File: src/rtl/fetch_defs.svh
// ------------------------------------------------
// project-wide sizes and RV32 opcodes of the fetch
// frontend. every size must be a power of two
// ------------------------------------------------

`ifndef FETCH_DEFS_SVH
`define FETCH_DEFS_SVH

// virtual address width
`define FETCH_VLEN 32

// bimodal table, indexed by pc bits above bit 1
`define FETCH_BHT_ENTRIES 16

// return address stack depth
`define FETCH_RAS_DEPTH 2

// entries between fetch and decode
`define FETCH_QUEUE_DEPTH 4

// major opcodes of the 32-bit control-flow instructions
`define FETCH_OP_BRANCH 7'b1100011
`define FETCH_OP_JAL    7'b1101111
`define FETCH_OP_JALR   7'b1100111

`endif

File: src/rtl/fetch_pkg.sv
// ------------------------------------------------
// shared types of the fetch frontend
// widths come from fetch_defs.svh
// ------------------------------------------------

`include "fetch_defs.svh"

package fetch_pkg;

    // control-flow kind of one instruction
    typedef enum logic [2:0] {
        NoCF,
        Branch,
        Jump,
        JumpR,
        Return
    } cf_type_e;

    // request toward the instruction cache
    typedef struct packed {
        logic                   req;
        logic                   kill_s1;
        logic                   kill_s2;
        logic [`FETCH_VLEN-1:0] vaddr;
    } icache_req_t;

    // cache answer, one cycle after acceptance
    typedef struct packed {
        logic                   ready;
        logic                   valid;
        logic [31:0]            data;
        logic [`FETCH_VLEN-1:0] vaddr;
    } icache_rsp_t;

    // branch resolved in the backend
    typedef struct packed {
        logic                   valid;
        logic [`FETCH_VLEN-1:0] pc;
        logic [`FETCH_VLEN-1:0] target;
        logic                   is_taken;
        logic                   is_mispredict;
        cf_type_e               cf_type;
    } resolve_t;

    // scan result, valid means the redirect is taken
    typedef struct packed {
        logic                   valid;
        logic [`FETCH_VLEN-1:0] target;
        cf_type_e               cf_type;
        logic                   push;
        logic [`FETCH_VLEN-1:0] push_addr;
    } predict_t;

    // entry handed to decode
    typedef struct packed {
        logic [`FETCH_VLEN-1:0] address;
        logic [31:0]            instr;
        logic [`FETCH_VLEN-1:0] predict_address;
        cf_type_e               cf_type;
    } fetch_entry_t;

    typedef struct packed {
        logic valid;
        logic taken;
    } bht_pred_t;

endpackage

File: src/rtl/pc_gen.sv
// ------------------------------------------------
// next-pc selection and cache request port
// req stays high, the cache decides acceptance
// redirects land on vaddr one cycle later
// ------------------------------------------------

`timescale 1ns/1ps
`include "fetch_defs.svh"

module pc_gen (
    input  logic                   clk_i,
    input  logic                   rst_ni,
    input  logic [`FETCH_VLEN-1:0] boot_addr_i,
    input  fetch_pkg::resolve_t    resolved_branch_i,
    input  fetch_pkg::predict_t    predict_i,
    input  logic                   if_ready_i,
    input  logic                   replay_i,
    input  logic [`FETCH_VLEN-1:0] replay_addr_i,
    input  logic                   eret_i,
    input  logic [`FETCH_VLEN-1:0] epc_i,
    input  logic                   ex_valid_i,
    input  logic [`FETCH_VLEN-1:0] trap_vector_base_i,
    input  logic                   set_pc_commit_i,
    input  logic [`FETCH_VLEN-1:0] pc_commit_i,
    input  logic                   flush_i,
    output fetch_pkg::icache_req_t icache_req_o
);

    logic [`FETCH_VLEN-1:0] npc_d, npc_q;
    logic [`FETCH_VLEN-1:0] fetch_addr;
    // set out of reset so the first request uses boot_addr_i
    logic                   boot_load_q;
    logic                   mispredict;

    assign mispredict = resolved_branch_i.valid & resolved_branch_i.is_mispredict;

    // --------------------------------------------
    // next pc, later assignments win
    // --------------------------------------------
    always_comb begin
        fetch_addr = boot_load_q ? boot_addr_i : npc_q;
        // taken prediction redirects the request in the same cycle
        if (predict_i.valid) begin
            fetch_addr = predict_i.target;
        end
        npc_d = fetch_addr;
        if (if_ready_i) begin
            npc_d = {fetch_addr[`FETCH_VLEN-1:2], 2'b00} + `FETCH_VLEN'd4;
        end
        // queue was full, fetch the dropped address again
        if (replay_i) npc_d = replay_addr_i;
        if (mispredict) npc_d = resolved_branch_i.target;
        if (eret_i) npc_d = epc_i;
        // trap wins over a simultaneous eret
        if (ex_valid_i) npc_d = trap_vector_base_i;
        // csr side effects restart after the committing instruction
        if (set_pc_commit_i) npc_d = pc_commit_i + `FETCH_VLEN'd4;
    end

    assign icache_req_o.req     = 1'b1;
    assign icache_req_o.vaddr   = fetch_addr;
    // drop the request of this cycle
    assign icache_req_o.kill_s1 = mispredict | flush_i | replay_i;
    // drop the response arriving now, fall-through of a taken prediction
    assign icache_req_o.kill_s2 = icache_req_o.kill_s1 | predict_i.valid;

    always_ff @(posedge clk_i or negedge rst_ni) begin
        if (!rst_ni) begin
            boot_load_q <= 1'b1;
            npc_q       <= '0;
        end else begin
            boot_load_q <= 1'b0;
            npc_q       <= npc_d;
        end
    end

    // a killed fetch must not come back as a prediction
    a_kill_inclusive: assert property (@(posedge clk_i) disable iff (!rst_ni)
        icache_req_o.kill_s1 |=> !predict_i.valid);

endmodule

File: src/rtl/branch_scan.sv
// ------------------------------------------------
// decodes one 32-bit instruction, no compressed
// jalr other than a return is left unpredicted
// ------------------------------------------------

`timescale 1ns/1ps
`include "fetch_defs.svh"

module branch_scan (
    input  logic                   fetch_valid_i,
    input  logic [`FETCH_VLEN-1:0] fetch_addr_i,
    input  logic [31:0]            fetch_instr_i,
    input  fetch_pkg::bht_pred_t   bht_i,
    input  logic [`FETCH_VLEN-1:0] ras_top_i,
    input  logic                   ras_valid_i,
    input  logic                   consumed_i,
    output fetch_pkg::predict_t    predict_o,
    output logic                   ras_pop_o
);

    logic [6:0]             opcode;
    logic                   rd_link, rs1_link;
    logic                   is_branch, is_jal, is_jalr, is_call, is_return;
    logic [`FETCH_VLEN-1:0] imm_b, imm_j;
    logic                   branch_taken;

    assign opcode   = fetch_instr_i[6:0];
    // x1 and x5 are the link registers
    assign rd_link  = (fetch_instr_i[11:7] == 5'd1) || (fetch_instr_i[11:7] == 5'd5);
    assign rs1_link = (fetch_instr_i[19:15] == 5'd1) || (fetch_instr_i[19:15] == 5'd5);

    assign is_branch = fetch_valid_i && (opcode == `FETCH_OP_BRANCH);
    assign is_jal    = fetch_valid_i && (opcode == `FETCH_OP_JAL);
    assign is_jalr   = fetch_valid_i && (opcode == `FETCH_OP_JALR);
    assign is_call   = (is_jal | is_jalr) & rd_link;
    assign is_return = is_jalr & rs1_link & ~rd_link;

    // sign-extended b and j immediates
    assign imm_b = {{(`FETCH_VLEN-12){fetch_instr_i[31]}}, fetch_instr_i[7],
                    fetch_instr_i[30:25], fetch_instr_i[11:8], 1'b0};
    assign imm_j = {{(`FETCH_VLEN-20){fetch_instr_i[31]}}, fetch_instr_i[19:12],
                    fetch_instr_i[20], fetch_instr_i[30:21], 1'b0};

    // dynamic prediction if the bht knows it, else backward taken
    assign branch_taken = bht_i.valid ? bht_i.taken : imm_b[`FETCH_VLEN-1];

    always_comb begin
        predict_o.valid     = 1'b0;
        predict_o.target    = '0;
        predict_o.cf_type   = fetch_pkg::NoCF;
        // ras only moves for instructions the queue took
        predict_o.push      = is_call & consumed_i;
        predict_o.push_addr = fetch_addr_i + `FETCH_VLEN'd4;
        ras_pop_o           = 1'b0;
        if (is_branch && branch_taken) begin
            predict_o.valid   = 1'b1;
            predict_o.target  = fetch_addr_i + imm_b;
            predict_o.cf_type = fetch_pkg::Branch;
        end else if (is_jal) begin
            predict_o.valid   = 1'b1;
            predict_o.target  = fetch_addr_i + imm_j;
            predict_o.cf_type = fetch_pkg::Jump;
        end else if (is_return && ras_valid_i) begin
            predict_o.valid   = 1'b1;
            predict_o.target  = ras_top_i;
            predict_o.cf_type = fetch_pkg::Return;
            ras_pop_o         = consumed_i;
        end
    end

endmodule

File: src/rtl/bht.sv
// ------------------------------------------------
// bimodal table of 2-bit saturating counters
// only resolved conditional branches train it
// ------------------------------------------------

`timescale 1ns/1ps
`include "fetch_defs.svh"

module bht (
    input  logic                   clk_i,
    input  logic                   rst_ni,
    input  logic                   flush_i,
    input  logic [`FETCH_VLEN-1:0] vpc_i,
    input  fetch_pkg::resolve_t    update_i,
    output fetch_pkg::bht_pred_t   pred_o
);

    localparam int unsigned IdxW = $clog2(`FETCH_BHT_ENTRIES);

    logic [`FETCH_BHT_ENTRIES-1:0] valid_q;
    logic [1:0]                    cnt_q [`FETCH_BHT_ENTRIES];
    logic [IdxW-1:0]               rd_idx, wr_idx;
    logic                          upd;

    // word index, bits 1:0 are always zero
    assign rd_idx = vpc_i[IdxW+1:2];
    assign wr_idx = update_i.pc[IdxW+1:2];
    assign upd    = update_i.valid && (update_i.cf_type == fetch_pkg::Branch);

    assign pred_o.valid = valid_q[rd_idx];
    assign pred_o.taken = cnt_q[rd_idx][1];

    always_ff @(posedge clk_i or negedge rst_ni) begin
        if (!rst_ni) begin
            valid_q <= '0;
        end else if (flush_i) begin
            valid_q <= '0;
        end else if (upd) begin
            valid_q[wr_idx] <= 1'b1;
        end
    end

    // counters count toward the outcome
    always_ff @(posedge clk_i) begin
        if (upd) begin
            if (!valid_q[wr_idx] || flush_i) begin
                // first sighting, weak state in the resolved direction
                cnt_q[wr_idx] <= update_i.is_taken ? 2'b10 : 2'b01;
            end else if (update_i.is_taken && cnt_q[wr_idx] != 2'b11) begin
                cnt_q[wr_idx] <= cnt_q[wr_idx] + 2'd1;
            end else if (!update_i.is_taken && cnt_q[wr_idx] != 2'b00) begin
                cnt_q[wr_idx] <= cnt_q[wr_idx] - 2'd1;
            end
        end
    end

endmodule

File: src/rtl/ras.sv
// ------------------------------------------------
// shift-register return address stack
// overflow drops the oldest entry
// ------------------------------------------------

`timescale 1ns/1ps
`include "fetch_defs.svh"

module ras (
    input  logic                   clk_i,
    input  logic                   rst_ni,
    input  logic                   flush_i,
    input  logic                   push_i,
    input  logic                   pop_i,
    input  logic [`FETCH_VLEN-1:0] data_i,
    output logic [`FETCH_VLEN-1:0] top_o,
    output logic                   valid_o
);

    logic [`FETCH_VLEN-1:0]      addr_q [`FETCH_RAS_DEPTH];
    logic [`FETCH_RAS_DEPTH-1:0] vld_q;

    assign top_o   = addr_q[0];
    assign valid_o = vld_q[0];

    // valid bits, entry 0 is the top
    always_ff @(posedge clk_i or negedge rst_ni) begin
        if (!rst_ni) begin
            vld_q <= '0;
        end else if (flush_i) begin
            vld_q <= '0;
        end else if (push_i && pop_i) begin
            vld_q[0] <= 1'b1;
        end else if (push_i) begin
            vld_q <= {vld_q[`FETCH_RAS_DEPTH-2:0], 1'b1};
        end else if (pop_i) begin
            vld_q <= {1'b0, vld_q[`FETCH_RAS_DEPTH-1:1]};
        end
    end

    // addresses follow the same shifts
    always_ff @(posedge clk_i) begin
        if (push_i && pop_i) begin
            // call right after return, replace the top
            addr_q[0] <= data_i;
        end else if (push_i) begin
            for (int i = `FETCH_RAS_DEPTH-1; i > 0; i--) begin
                addr_q[i] <= addr_q[i-1];
            end
            addr_q[0] <= data_i;
        end else if (pop_i) begin
            for (int i = 0; i < `FETCH_RAS_DEPTH-1; i++) begin
                addr_q[i] <= addr_q[i+1];
            end
        end
    end

    // the scanner only pops a valid prediction
    a_no_empty_pop: assert property (@(posedge clk_i) disable iff (!rst_ni)
        pop_i && !push_i |-> valid_o);

endmodule

File: src/rtl/fetch_queue.sv
// ------------------------------------------------
// circular fifo from fetch to decode
// a fetch that finds it full is dropped and replayed
// ------------------------------------------------

`timescale 1ns/1ps
`include "fetch_defs.svh"

module fetch_queue (
    input  logic                    clk_i,
    input  logic                    rst_ni,
    input  logic                    flush_i,
    input  logic                    valid_i,
    input  logic [`FETCH_VLEN-1:0]  addr_i,
    input  logic [31:0]             instr_i,
    input  fetch_pkg::predict_t     predict_i,
    input  logic                    fetch_entry_ready_i,
    output logic                    consumed_o,
    output logic                    ready_o,
    output logic                    replay_o,
    output logic [`FETCH_VLEN-1:0]  replay_addr_o,
    output fetch_pkg::fetch_entry_t fetch_entry_o,
    output logic                    fetch_entry_valid_o
);

    localparam int unsigned PtrW = $clog2(`FETCH_QUEUE_DEPTH);

    fetch_pkg::fetch_entry_t mem_q [`FETCH_QUEUE_DEPTH];
    logic [PtrW-1:0]         rd_ptr_q, wr_ptr_q;
    logic [PtrW:0]           count_q;
    logic                    full, push, pop;

    assign full = (count_q == (PtrW+1)'(`FETCH_QUEUE_DEPTH));
    assign push = valid_i & ~full & ~flush_i;
    assign pop  = fetch_entry_valid_o & fetch_entry_ready_i & ~flush_i;

    assign consumed_o    = push;
    assign replay_o      = valid_i & full & ~flush_i;
    assign replay_addr_o = addr_i;
    // two free slots so the fetch already in flight still fits
    assign ready_o       = (count_q <= (PtrW+1)'(`FETCH_QUEUE_DEPTH - 2));

    assign fetch_entry_valid_o = (count_q != '0);
    assign fetch_entry_o       = mem_q[rd_ptr_q];

    always_ff @(posedge clk_i or negedge rst_ni) begin
        if (!rst_ni) begin
            rd_ptr_q <= '0;
            wr_ptr_q <= '0;
            count_q  <= '0;
        end else if (flush_i) begin
            rd_ptr_q <= '0;
            wr_ptr_q <= '0;
            count_q  <= '0;
        end else begin
            if (push) wr_ptr_q <= wr_ptr_q + 1'b1;
            if (pop) rd_ptr_q <= rd_ptr_q + 1'b1;
            count_q <= count_q + (PtrW+1)'(push) - (PtrW+1)'(pop);
        end
    end

    always_ff @(posedge clk_i) begin
        if (push) begin
            mem_q[wr_ptr_q].address         <= addr_i;
            mem_q[wr_ptr_q].instr           <= instr_i;
            mem_q[wr_ptr_q].predict_address <= predict_i.target;
            mem_q[wr_ptr_q].cf_type         <= predict_i.cf_type;
        end
    end

    // count stays within the depth and agrees with the pointers
    a_count_bound: assert property (@(posedge clk_i) disable iff (!rst_ni)
        count_q <= (PtrW+1)'(`FETCH_QUEUE_DEPTH)
        && count_q[PtrW-1:0] == PtrW'(wr_ptr_q - rd_ptr_q));

    // decode sees the same entry until it takes it
    a_stall_stable: assert property (@(posedge clk_i) disable iff (!rst_ni)
        fetch_entry_valid_o && !fetch_entry_ready_i && !flush_i
        |=> $stable(fetch_entry_o) || !fetch_entry_valid_o);

endmodule

File: src/rtl/fetch_frontend.sv
// ------------------------------------------------
// fetch frontend top, one instruction per fetch
// flush_i from the backend also kills the cache
// ------------------------------------------------

`timescale 1ns/1ps
`include "fetch_defs.svh"

module fetch_frontend (
    input  logic                    clk_i,
    input  logic                    rst_ni,
    input  logic                    flush_i,
    input  logic                    flush_bp_i,
    input  logic [`FETCH_VLEN-1:0]  boot_addr_i,
    input  fetch_pkg::resolve_t     resolved_branch_i,
    input  logic                    set_pc_commit_i,
    input  logic [`FETCH_VLEN-1:0]  pc_commit_i,
    input  logic [`FETCH_VLEN-1:0]  epc_i,
    input  logic                    eret_i,
    input  logic [`FETCH_VLEN-1:0]  trap_vector_base_i,
    input  logic                    ex_valid_i,
    output fetch_pkg::icache_req_t  icache_req_o,
    input  fetch_pkg::icache_rsp_t  icache_rsp_i,
    output fetch_pkg::fetch_entry_t fetch_entry_o,
    output logic                    fetch_entry_valid_o,
    input  logic                    fetch_entry_ready_i
);

    // fetch-stage register
    logic                   fetch_valid;
    logic [`FETCH_VLEN-1:0] fetch_addr;
    logic [31:0]            fetch_instr;
    // queue had room when the answered request was accepted
    logic                   req_adv_q;
    logic                   capture;

    fetch_pkg::predict_t    predict;
    fetch_pkg::bht_pred_t   bht_pred;
    logic [`FETCH_VLEN-1:0] ras_top, replay_addr;
    logic                   ras_valid, ras_pop;
    logic                   queue_ready, consumed, replay, queue_flush;

    // a request taken without advancing the pc is fetched again, drop its answer
    assign capture     = icache_rsp_i.valid & ~icache_req_o.kill_s2 & req_adv_q;
    assign queue_flush = flush_i | (resolved_branch_i.valid & resolved_branch_i.is_mispredict);

    always_ff @(posedge clk_i or negedge rst_ni) begin
        if (!rst_ni) begin
            fetch_valid <= 1'b0;
            req_adv_q   <= 1'b0;
        end else begin
            fetch_valid <= capture;
            req_adv_q   <= queue_ready;
        end
    end

    always_ff @(posedge clk_i) begin
        if (capture) begin
            fetch_addr  <= icache_rsp_i.vaddr;
            fetch_instr <= icache_rsp_i.data;
        end
    end

    pc_gen i_pc_gen (
        .clk_i, .rst_ni, .boot_addr_i, .resolved_branch_i,
        .predict_i          ( predict                           ),
        .if_ready_i         ( icache_rsp_i.ready & queue_ready ),
        .replay_i           ( replay                            ),
        .replay_addr_i      ( replay_addr                       ),
        .eret_i, .epc_i, .ex_valid_i, .trap_vector_base_i,
        .set_pc_commit_i, .pc_commit_i, .flush_i, .icache_req_o
    );

    branch_scan i_branch_scan (
        .fetch_valid_i ( fetch_valid ), .fetch_addr_i ( fetch_addr ),
        .fetch_instr_i ( fetch_instr ), .bht_i        ( bht_pred   ),
        .ras_top_i     ( ras_top     ), .ras_valid_i  ( ras_valid  ),
        .consumed_i    ( consumed    ), .predict_o    ( predict    ),
        .ras_pop_o     ( ras_pop     )
    );

    bht i_bht (
        .clk_i, .rst_ni,
        .flush_i  ( flush_bp_i        ),
        .vpc_i    ( fetch_addr        ),
        .update_i ( resolved_branch_i ),
        .pred_o   ( bht_pred          )
    );

    ras i_ras (
        .clk_i, .rst_ni,
        .flush_i ( flush_bp_i        ), .push_i  ( predict.push ),
        .pop_i   ( ras_pop           ), .data_i  ( predict.push_addr ),
        .top_o   ( ras_top           ), .valid_o ( ras_valid    )
    );

    fetch_queue i_fetch_queue (
        .clk_i, .rst_ni,
        .flush_i       ( queue_flush ), .valid_i       ( fetch_valid ),
        .addr_i        ( fetch_addr  ), .instr_i       ( fetch_instr ),
        .predict_i     ( predict     ), .fetch_entry_ready_i,
        .consumed_o    ( consumed    ), .ready_o       ( queue_ready ),
        .replay_o      ( replay      ), .replay_addr_o ( replay_addr ),
        .fetch_entry_o, .fetch_entry_valid_o
    );

endmodule

File: config.mk
export PLATFORM = sky130hd
export DESIGN_NAME = fetch_frontend
export DESIGN_NICKNAME = d
export VERILOG_FILES = /design/src/rtl/fetch_pkg.sv /design/src/rtl/pc_gen.sv /design/src/rtl/branch_scan.sv /design/src/rtl/bht.sv /design/src/rtl/ras.sv /design/src/rtl/fetch_queue.sv /design/src/rtl/fetch_frontend.sv
export VERILOG_INCLUDE_DIRS = /design/src /design/src/rtl
export SDC_FILE = /design/constraint.sdc
export NUM_CORES = 1
export LEC_CHECK = 0
export BUFFER_PORTS_ARGS = -buffer_cell sky130_fd_sc_hd__buf_2
export CORE_UTILIZATION = 55
export CTS_CLUSTER_DIAMETER = 100
export CTS_CLUSTER_SIZE = 25
export DETAILED_ROUTE_END_ITERATION = 8
export GPL_ROUTABILITY_DRIVEN = 0
export PLACE_DENSITY = 0.83
export SYNTH_ARGS = -nofsm -noshare
export SYNTH_HDL_FRONTEND = slang
export SYNTH_HIERARCHICAL = 1
export SYNTH_SLANG_ARGS = --single-unit
File: constraint.sdc
create_clock -name clk_i -period 7.5 [get_ports clk_i]
set_input_delay 1.125 -clock clk_i [delete_from_list [all_inputs] [get_ports clk_i]]
set_output_delay 1.125 -clock clk_i [all_outputs]
set_load 0.03 [all_outputs]
==> flow_metrics.py, run 1 <==
metrics = {
    "timing": {
        "setup_viol": 0,
        "slew_viol_final": 0,
        "hold_violations": 0,
        "relSlewSlack": 0.124,
        "clock_skew_ns": 0.0252,
        "fin_setup_tns_ns": 0,
        "fmax_ghz": 0.143,
        "period_minus_slack_ns": 6.99,
        "worst_slew_pin_slew_ns": 1.30,
        "rsz0062_at_grt": "no",
        "fin_crit_sh": 0.932,
    },
    "setup_path": {
        "critPathSlowestCell": "or3_2",
        "worstPathRequired_ns": 6.38,
        "path_class": "reg -> out",
        "start_kind": "flop",
        "crit_arrival_ns": 5.87,
        "r2r-start": "fetch_addr[2]",
        "critical-path-top-delay-family": "buffers and inverters",
        "max_stage_delay_ns": 0.81,
        "crit_path_end_kind": "output port",
        "critical_path.cell_chain": "buf_4 -> mux4_2 -> mux4_2 -> mux2i_1 -> or4_1 -> buf_4 -> clkinv_1 -> buf_4 -> or3_2 -> buf_4 -> o21ai_1 -> buf_2",
        "crit_fanout": 33,
        "path_common_cell": "buf_4",
        "critPathBufInv": 6,
        "crit_path_start": "fetch_addr[2]",
    },
    "finish": {
        "drive_above_1_share": 0.265,
        "final_util": 0.617,
        "nFillCells": 3994,
        "area_growth_pct": 9.93,
        "post-route-cell-area_um2": 33500,
        "nets": 2775,
        "stdcell_count": 3170,
    },
    "placement": {
        "io_buffers": 377,
        "placed_area_um2": 32500,
        "place_hpwl_mm": 61.3,
        "placedCellCount": 3108,
    },
    "power_and_ir_drop": {
        "p_per_area_nw_per_um2": 195,
        "clkPwrFrac": 0.292,
        "power_uw": 6540,
        "power.switching_uw": 1650,
        "sw_frac_of_total": 0.252,
        "power_frac_comb": 0.121,
        "p_leak_uw": 0.0122,
        "pwr-share-seq": 0.587,
        "ir_drop_mv": 0.197,
        "internal-power_uw": 4890,
    },
    "synth": {
        "ys_types": 107,
        "synth_adder_area_share": 0.0246,
        "synthSimpleGateAreaFrac": 0.0899,
        "synth_compound_area_frac": 0.0993,
        "async_flop_share": 0.0974,
        "ys_warn_count": 6,
        "synth_area_leaders": "edfxtp_1 (55%), mux4_2 (8.3%), dfrtp_1 (4.8%)",
        "synth.area.mux_share": 0.121,
        "synth.cell_area_um2": 30500,
        "synth-xor-area-share": 0.0299,
        "yosysTopAreaCellShare": 0.548,
        "netlist_top_cells_count": "edfxtp_1 (556), nand2_1 (176), nor2_1 (117)",
        "yosysSeqAreaShare": 0.598,
        "yosysMostFrequentCell": "edfxtp_1",
        "syn_nets": 2479,
        "syn_inst": 2149,
        "synth_top_family_by_area": "multiplexers",
        "synth.avg_cell_area_um2": 14.2,
        "ys_seq_elements": 616,
        "yosys.area.top_type": "edfxtp_1",
        "ys.flop_type": "edfxtp_1",
        "synth-edff-count": 556,
    },
    "global_routing": {
        "overflow": 0,
        "grt_pass1_vias": 20600,
        "grt_pass1_wl_mm": 128,
        "grt_max_degree": 65,
        "grtUsageTotal": 0.306,
        "grt_antenna_before_repair": 5,
    },
    "route": {
        "dr.pass1.iters": 6,
        "drt_iter0_drc": 3114,
        "antenna_left": 0,
        "drc": 0,
        "drt_wl_total_mm": 87.7,
        "vias_per_cell": 6.73,
        "via_count": 21300,
        "wl_per_cell_um": 27.7,
    },
    "floorplanning": {
        "io-pin-count": 407,
        "die_w_um": 237,
        "die_h_um": 237,
        "row_count": 85,
        "core_um2": 54200,
        "start_util": 0.561,
        "fp.dieArea_um2": 56300,
    },
    "cts": {
        "cts_root_buf": "clkbuf_16",
        "clockBufferDepth": 3,
        "numClockSinks": 616,
        "cts_hold_buf": 0,
        "cts_resized": 0,
        "tritoncts": "yes",
        "h-tree-depth": 1,
        "numCtsBuffers": 30,
        "cts_setup_buffers": 0,
        "clk_latency_ns": 0.63,
        "cts.clk_slew.worst_paths_ns": 0.10,
    },
    "worst_hold_path": {
        "min_path_type": "reg -> reg",
        "min_from": "i_ras/addr_q[0][31]",
    },
    "status": {
        "status": "finished clean",
    },
    "flow_run": {
        "drv_cap": 0,
    },
}
==> worst reg2reg max path: cells and delay by family, from the launching register on <==
kind,cells,cell delay (ns)
XOR/XNOR,1,0.24
adder cells (fa/ha/maj),1,0.21
flip-flops,1,0.67
multiplexers,3,1.23
AO/OA/AOI/OAI,4,1.01
buffers and inverters,5,1.45
AND/OR/NAND/NOR,5,1.85
==> final timing paths <==
path / endpoint / slack (ns) / cells past startpoint
worst max-delay path: icache_req_o[21] / 0.51 / 12
worst min-delay path: i_ras/addr_q[1][31] / 0.45 / 0
worst max register to register: i_pc_gen/npc_q[14] / 0.73 / 19
worst min register to register: i_ras/addr_q[1][31] / 0.45 / 0
max in group asynchronous: i_fetch_queue/rd_ptr_q[1] / 6.13 / 2
min in group asynchronous: i_pc_gen/npc_q[9] / 0.72 / 2
==> cell type report <==
cell class,count,area (um^2),share of cell area
clock inverter,4,61.3,0.00183
inverter,40,150,0.00449
tap,696,871,0.0260
timing repair buffer,410,2150,0.0641
sequential,616,18200,0.544
antenna,5,12.5,0.000374
multi-input combinational,1347,11100,0.333
clock buffer,52,886,0.0265
==> placed cells by master (no fill, tap or decap), drive strengths merged, types with 13 or more instances in the layout <==
master  netlist  routed
mux2         36      36
a21o         23      23
xor2         42      42
mux4        119     119
a221oi       14      14
a221o        13      13
nand3        50      50
xnor2        62      62
nor4         26      26
inv          38      40
mux2i        46      46
nand2       176     176
a211oi       23      23
and3         24      24
a21oi        99      99
a31oi        14      14
nand2b       14      14
edfxtp      556     556
clkbuf       58      52
nor3         25      25
o21ai       116     116
ha           55      55
dfrtp        59      59
nor2        117     117
a22oi        22      22
and2         19      19
buf          88     410
nand4        29      29
==> sequential cells by signal (all words and copies together) (netlist names) <==
signal and cells:
i_bht/valid_q 16, fetch_addr 32, i_pc_gen/npc_q 32, i_ras/addr_q 64, fetch_instr 32, req_adv_q 1
i_fetch_queue/wr_ptr_q 2, i_pc_gen/boot_load_q 1, i_fetch_queue/count_q 3, i_ras/vld_q 2, i_fetch_queue/mem_q 396, fetch_valid 1
i_bht/cnt_q 32, i_fetch_queue/rd_ptr_q 2
==> layer usage <==
metal  part of all wire  GRT usage
met5                  0          0
met4              0.051      0.137
met3               0.11     0.0657
met2               0.47      0.484
met1               0.37      0.409
==> through the flow <==
step	hold WS, ns	setup WS, ns
CTS	0.453	0.565
finish	0.447	0.510
global route	0.480	0.301
detailed placement	0.441	0.879
floorplan	0.426	1.74
global placement	0.440	1.11
==> cell families after synthesis <==
family,after synthesis
buffers and inverters,186
flip-flops,616
other,2
multiplexers,201
AO/OA/AOI/OAI,442
adder cells (fa/ha/maj),58
XOR/XNOR,104
AND/OR/NAND/NOR,540
==> power by group through the flow <==
stage	sequential (uW)	clock, uW	combinational, uW
after global routing	3840	2040	834
after CTS	3840	1930	769
after floorplan	3890	0	515
after global placement	3910	0	745
final	3840	1910	792
after detailed placement	3910	0	765
Power figures use the tool's default switching activity.
==> inputs of run 2 (changes only) <==
==> constraint.sdc (replaced) <==
create_clock -name clk_i -period 7.5 [get_ports clk_i]
set_input_delay 1.5 -clock clk_i [delete_from_list [all_inputs] [get_ports clk_i]]
set_output_delay 1.5 -clock clk_i [all_outputs]
set_load 0.03 [all_outputs]
==> flow_metrics.py, run 2 (synthesis results as in run 1) <==
metrics = {
    "status": {
        "status": "complete, but fails checks",
        "violations": "design-rule violations",
    },
    "floorplanning": {
        "die_w_um": 237,
        "die_h_um": 237,
        "row_count": 85,
        "io-pin-count": 407,
        "core_um2": 54200,
        "fp.dieArea_um2": 56300,
        "start_util": 0.561,
    },
    "setup_path": {
        "crit_path_end_kind": "output port",
        "start_kind": "flop",
        "critical_path.cell_chain": "buf_12 -> mux4_2 -> mux4_2 -> mux2i_1 -> or4_1 -> buf_4 -> clkinv_1 -> or3_2 -> buf_4 -> a21oi_1 -> inv_1 -> buf_2",
        "critPathSlowestCell": "or3_2",
        "path_class": "reg -> out",
        "max_stage_delay_ns": 0.84,
        "crit_fanout": 30,
        "worstPathRequired_ns": 6.00,
        "crit_arrival_ns": 5.62,
    },
    "finish": {
        "regMostFlops": "i_fetch_queue/mem_q",
        "layout_commonest_cell": "edfxtp_1",
        "area_growth_pct": 9.92,
        "nets": 2782,
        "stdcell_count": 3177,
        "drive_above_1_share": 0.267,
        "largest_reg_flops": 396,
        "layout_common_cells": "edfxtp_1 (556), buf_2 (377), nand2_1 (176), nor2_1 (116), mux4_2 (112)",
        "final_util": 0.617,
        "top_regs": "i_fetch_queue/mem_q (396), i_ras/addr_q (64)",
    },
    "cts": {
        "cts_resized": 0,
        "clockBufferDepth": 3,
        "cts_root_buf": "clkbuf_16",
        "numCtsBuffers": 29,
        "h-tree-depth": 1,
        "clk_latency_ns": 0.62,
        "cts.clk_slew.worst_paths_ns": 0.10,
        "tritoncts": "yes",
        "numClockSinks": 616,
    },
    "timing": {
        "rsz0062_at_grt": "no",
        "setup_viol": 0,
        "period_minus_slack_ns": 7.12,
        "relSlewSlack": 0.150,
        "slew_viol_final": 0,
        "fmax_ghz": 0.140,
        "fin_setup_tns_ns": 0,
        "worst_slew_pin_slew_ns": 1.28,
        "clock_skew_ns": 0.0304,
        "final.setup.worst_slack_ns": 0.376,
        "fin_crit_sh": 0.950,
        "hold_violations": 0,
    },
    "power_and_ir_drop": {
        "power_uw": 6450,
        "ir_drop_mv": 0.182,
        "p_leak_uw": 0.0122,
        "p_per_area_nw_per_um2": 193,
    },
    "route": {
        "antenna_left": 0,
        "met2_wirelength_mm": 40.1,
        "vias_per_cell": 6.67,
        "drt_iter0_drc": 2941,
        "wl_met3_mm": 9.48,
        "drc": 1,
        "top_layer_used": "met5",
        "via_count": 21200,
        "drt_wl_total_mm": 86.7,
        "dr.pass1.iters": 9,
        "wl_met1_mm": 32.4,
        "wl_per_cell_um": 27.3,
    },
    "global_routing": {
        "grt_antenna_before_repair": 6,
        "grt_pass1_wl_mm": 128,
        "grtUsageTotal": 0.304,
        "overflow": 0,
        "grt_max_degree": 61,
        "grt_pass1_vias": 20800,
    },
    "placement": {
        "pre_cts_ws_ns": 0.616,
        "placedCellCount": 3110,
        "io_buffers": 377,
        "place_hpwl_mm": 61.2,
    },
    "flow_run": {
        "drv_cap": 0,
    },
    "worst_hold_path": {
        "min_path_type": "reg -> reg",
    },
}
==> run 2: layer usage <==
layer  up-vias  GRT usage
li1       8981          -
met1     10400      0.408
met2      1461      0.475
met3       319     0.0669
met4         2      0.141
met5         -          0
==> run 2: layout make-up <==
| class | count | area (um^2) |
|---|---|---|
| inverter | 40 | 150 |
| clock inverter | 5 | 47.5 |
| antenna | 6 | 15.0 |
| multi-input combinational | 1347 | 11100 |
| timing repair buffer | 418 | 2220 |
| sequential | 616 | 18200 |
| clock buffer | 49 | 822 |
| tap | 696 | 871 |
| fill | 4030 | 20800 |
==> run 2: worst max-delay path, delay by kind of cell, from the launching register on <==
kind	cells	cell delay, ns
AOI/OAI and AO/OA	1	0.58
and+or+nand+nor	2	0.99
DFF	1	0.43
muxes	3	1.24
buffers and inverters	6	1.73
==> run 2: metrics by stage <==
| stage | hold slack, ns | instance area [um^2] |
|---|---|---|
| final | 0.472 | 33500 |
| after global routing | 0.480 | 33500 |
| after CTS | 0.466 | 33400 |
| after detailed placement | 0.439 | 32500 |
| after global placement | 0.437 | 32500 |
| after floorplan | 0.426 | 30500 |
==> run 2: power by group <==
| group | total [uW] | switching (uW) | internal (uW) |
|---|---|---|---|
| registers | 3840 | 62.3 | 3780 |
| clock network | 1810 | 1050 | 765 |
| logic | 792 | 507 | 285 |
| total | 6450 | 1620 | 4830 |
==> run 2: timing repair <==
item	4_1_cts	5_1_grt
pin swaps	0	0
endpoints found under the setup margin	2	1
buffers inserted	4	3
hold buffers	0	0
==> run 2: worst paths after layout <==
kind                            cells after the start           startpoint  slack [ns]                        end
worst max-delay path                               12        fetch_addr[2]        0.38           icache_req_o[22]
worst min-delay path                                0  i_ras/addr_q[0][19]        0.47        i_ras/addr_q[1][19]
worst max register to register                     15        fetch_addr[2]        0.92         i_pc_gen/npc_q[16]
worst min register to register                      0  i_ras/addr_q[0][19]        0.47        i_ras/addr_q[1][19]
max in group asynchronous                           2               rst_ni        5.75  i_fetch_queue/rd_ptr_q[0]
min in group asynchronous                           2               rst_ni        1.07         i_pc_gen/npc_q[19]
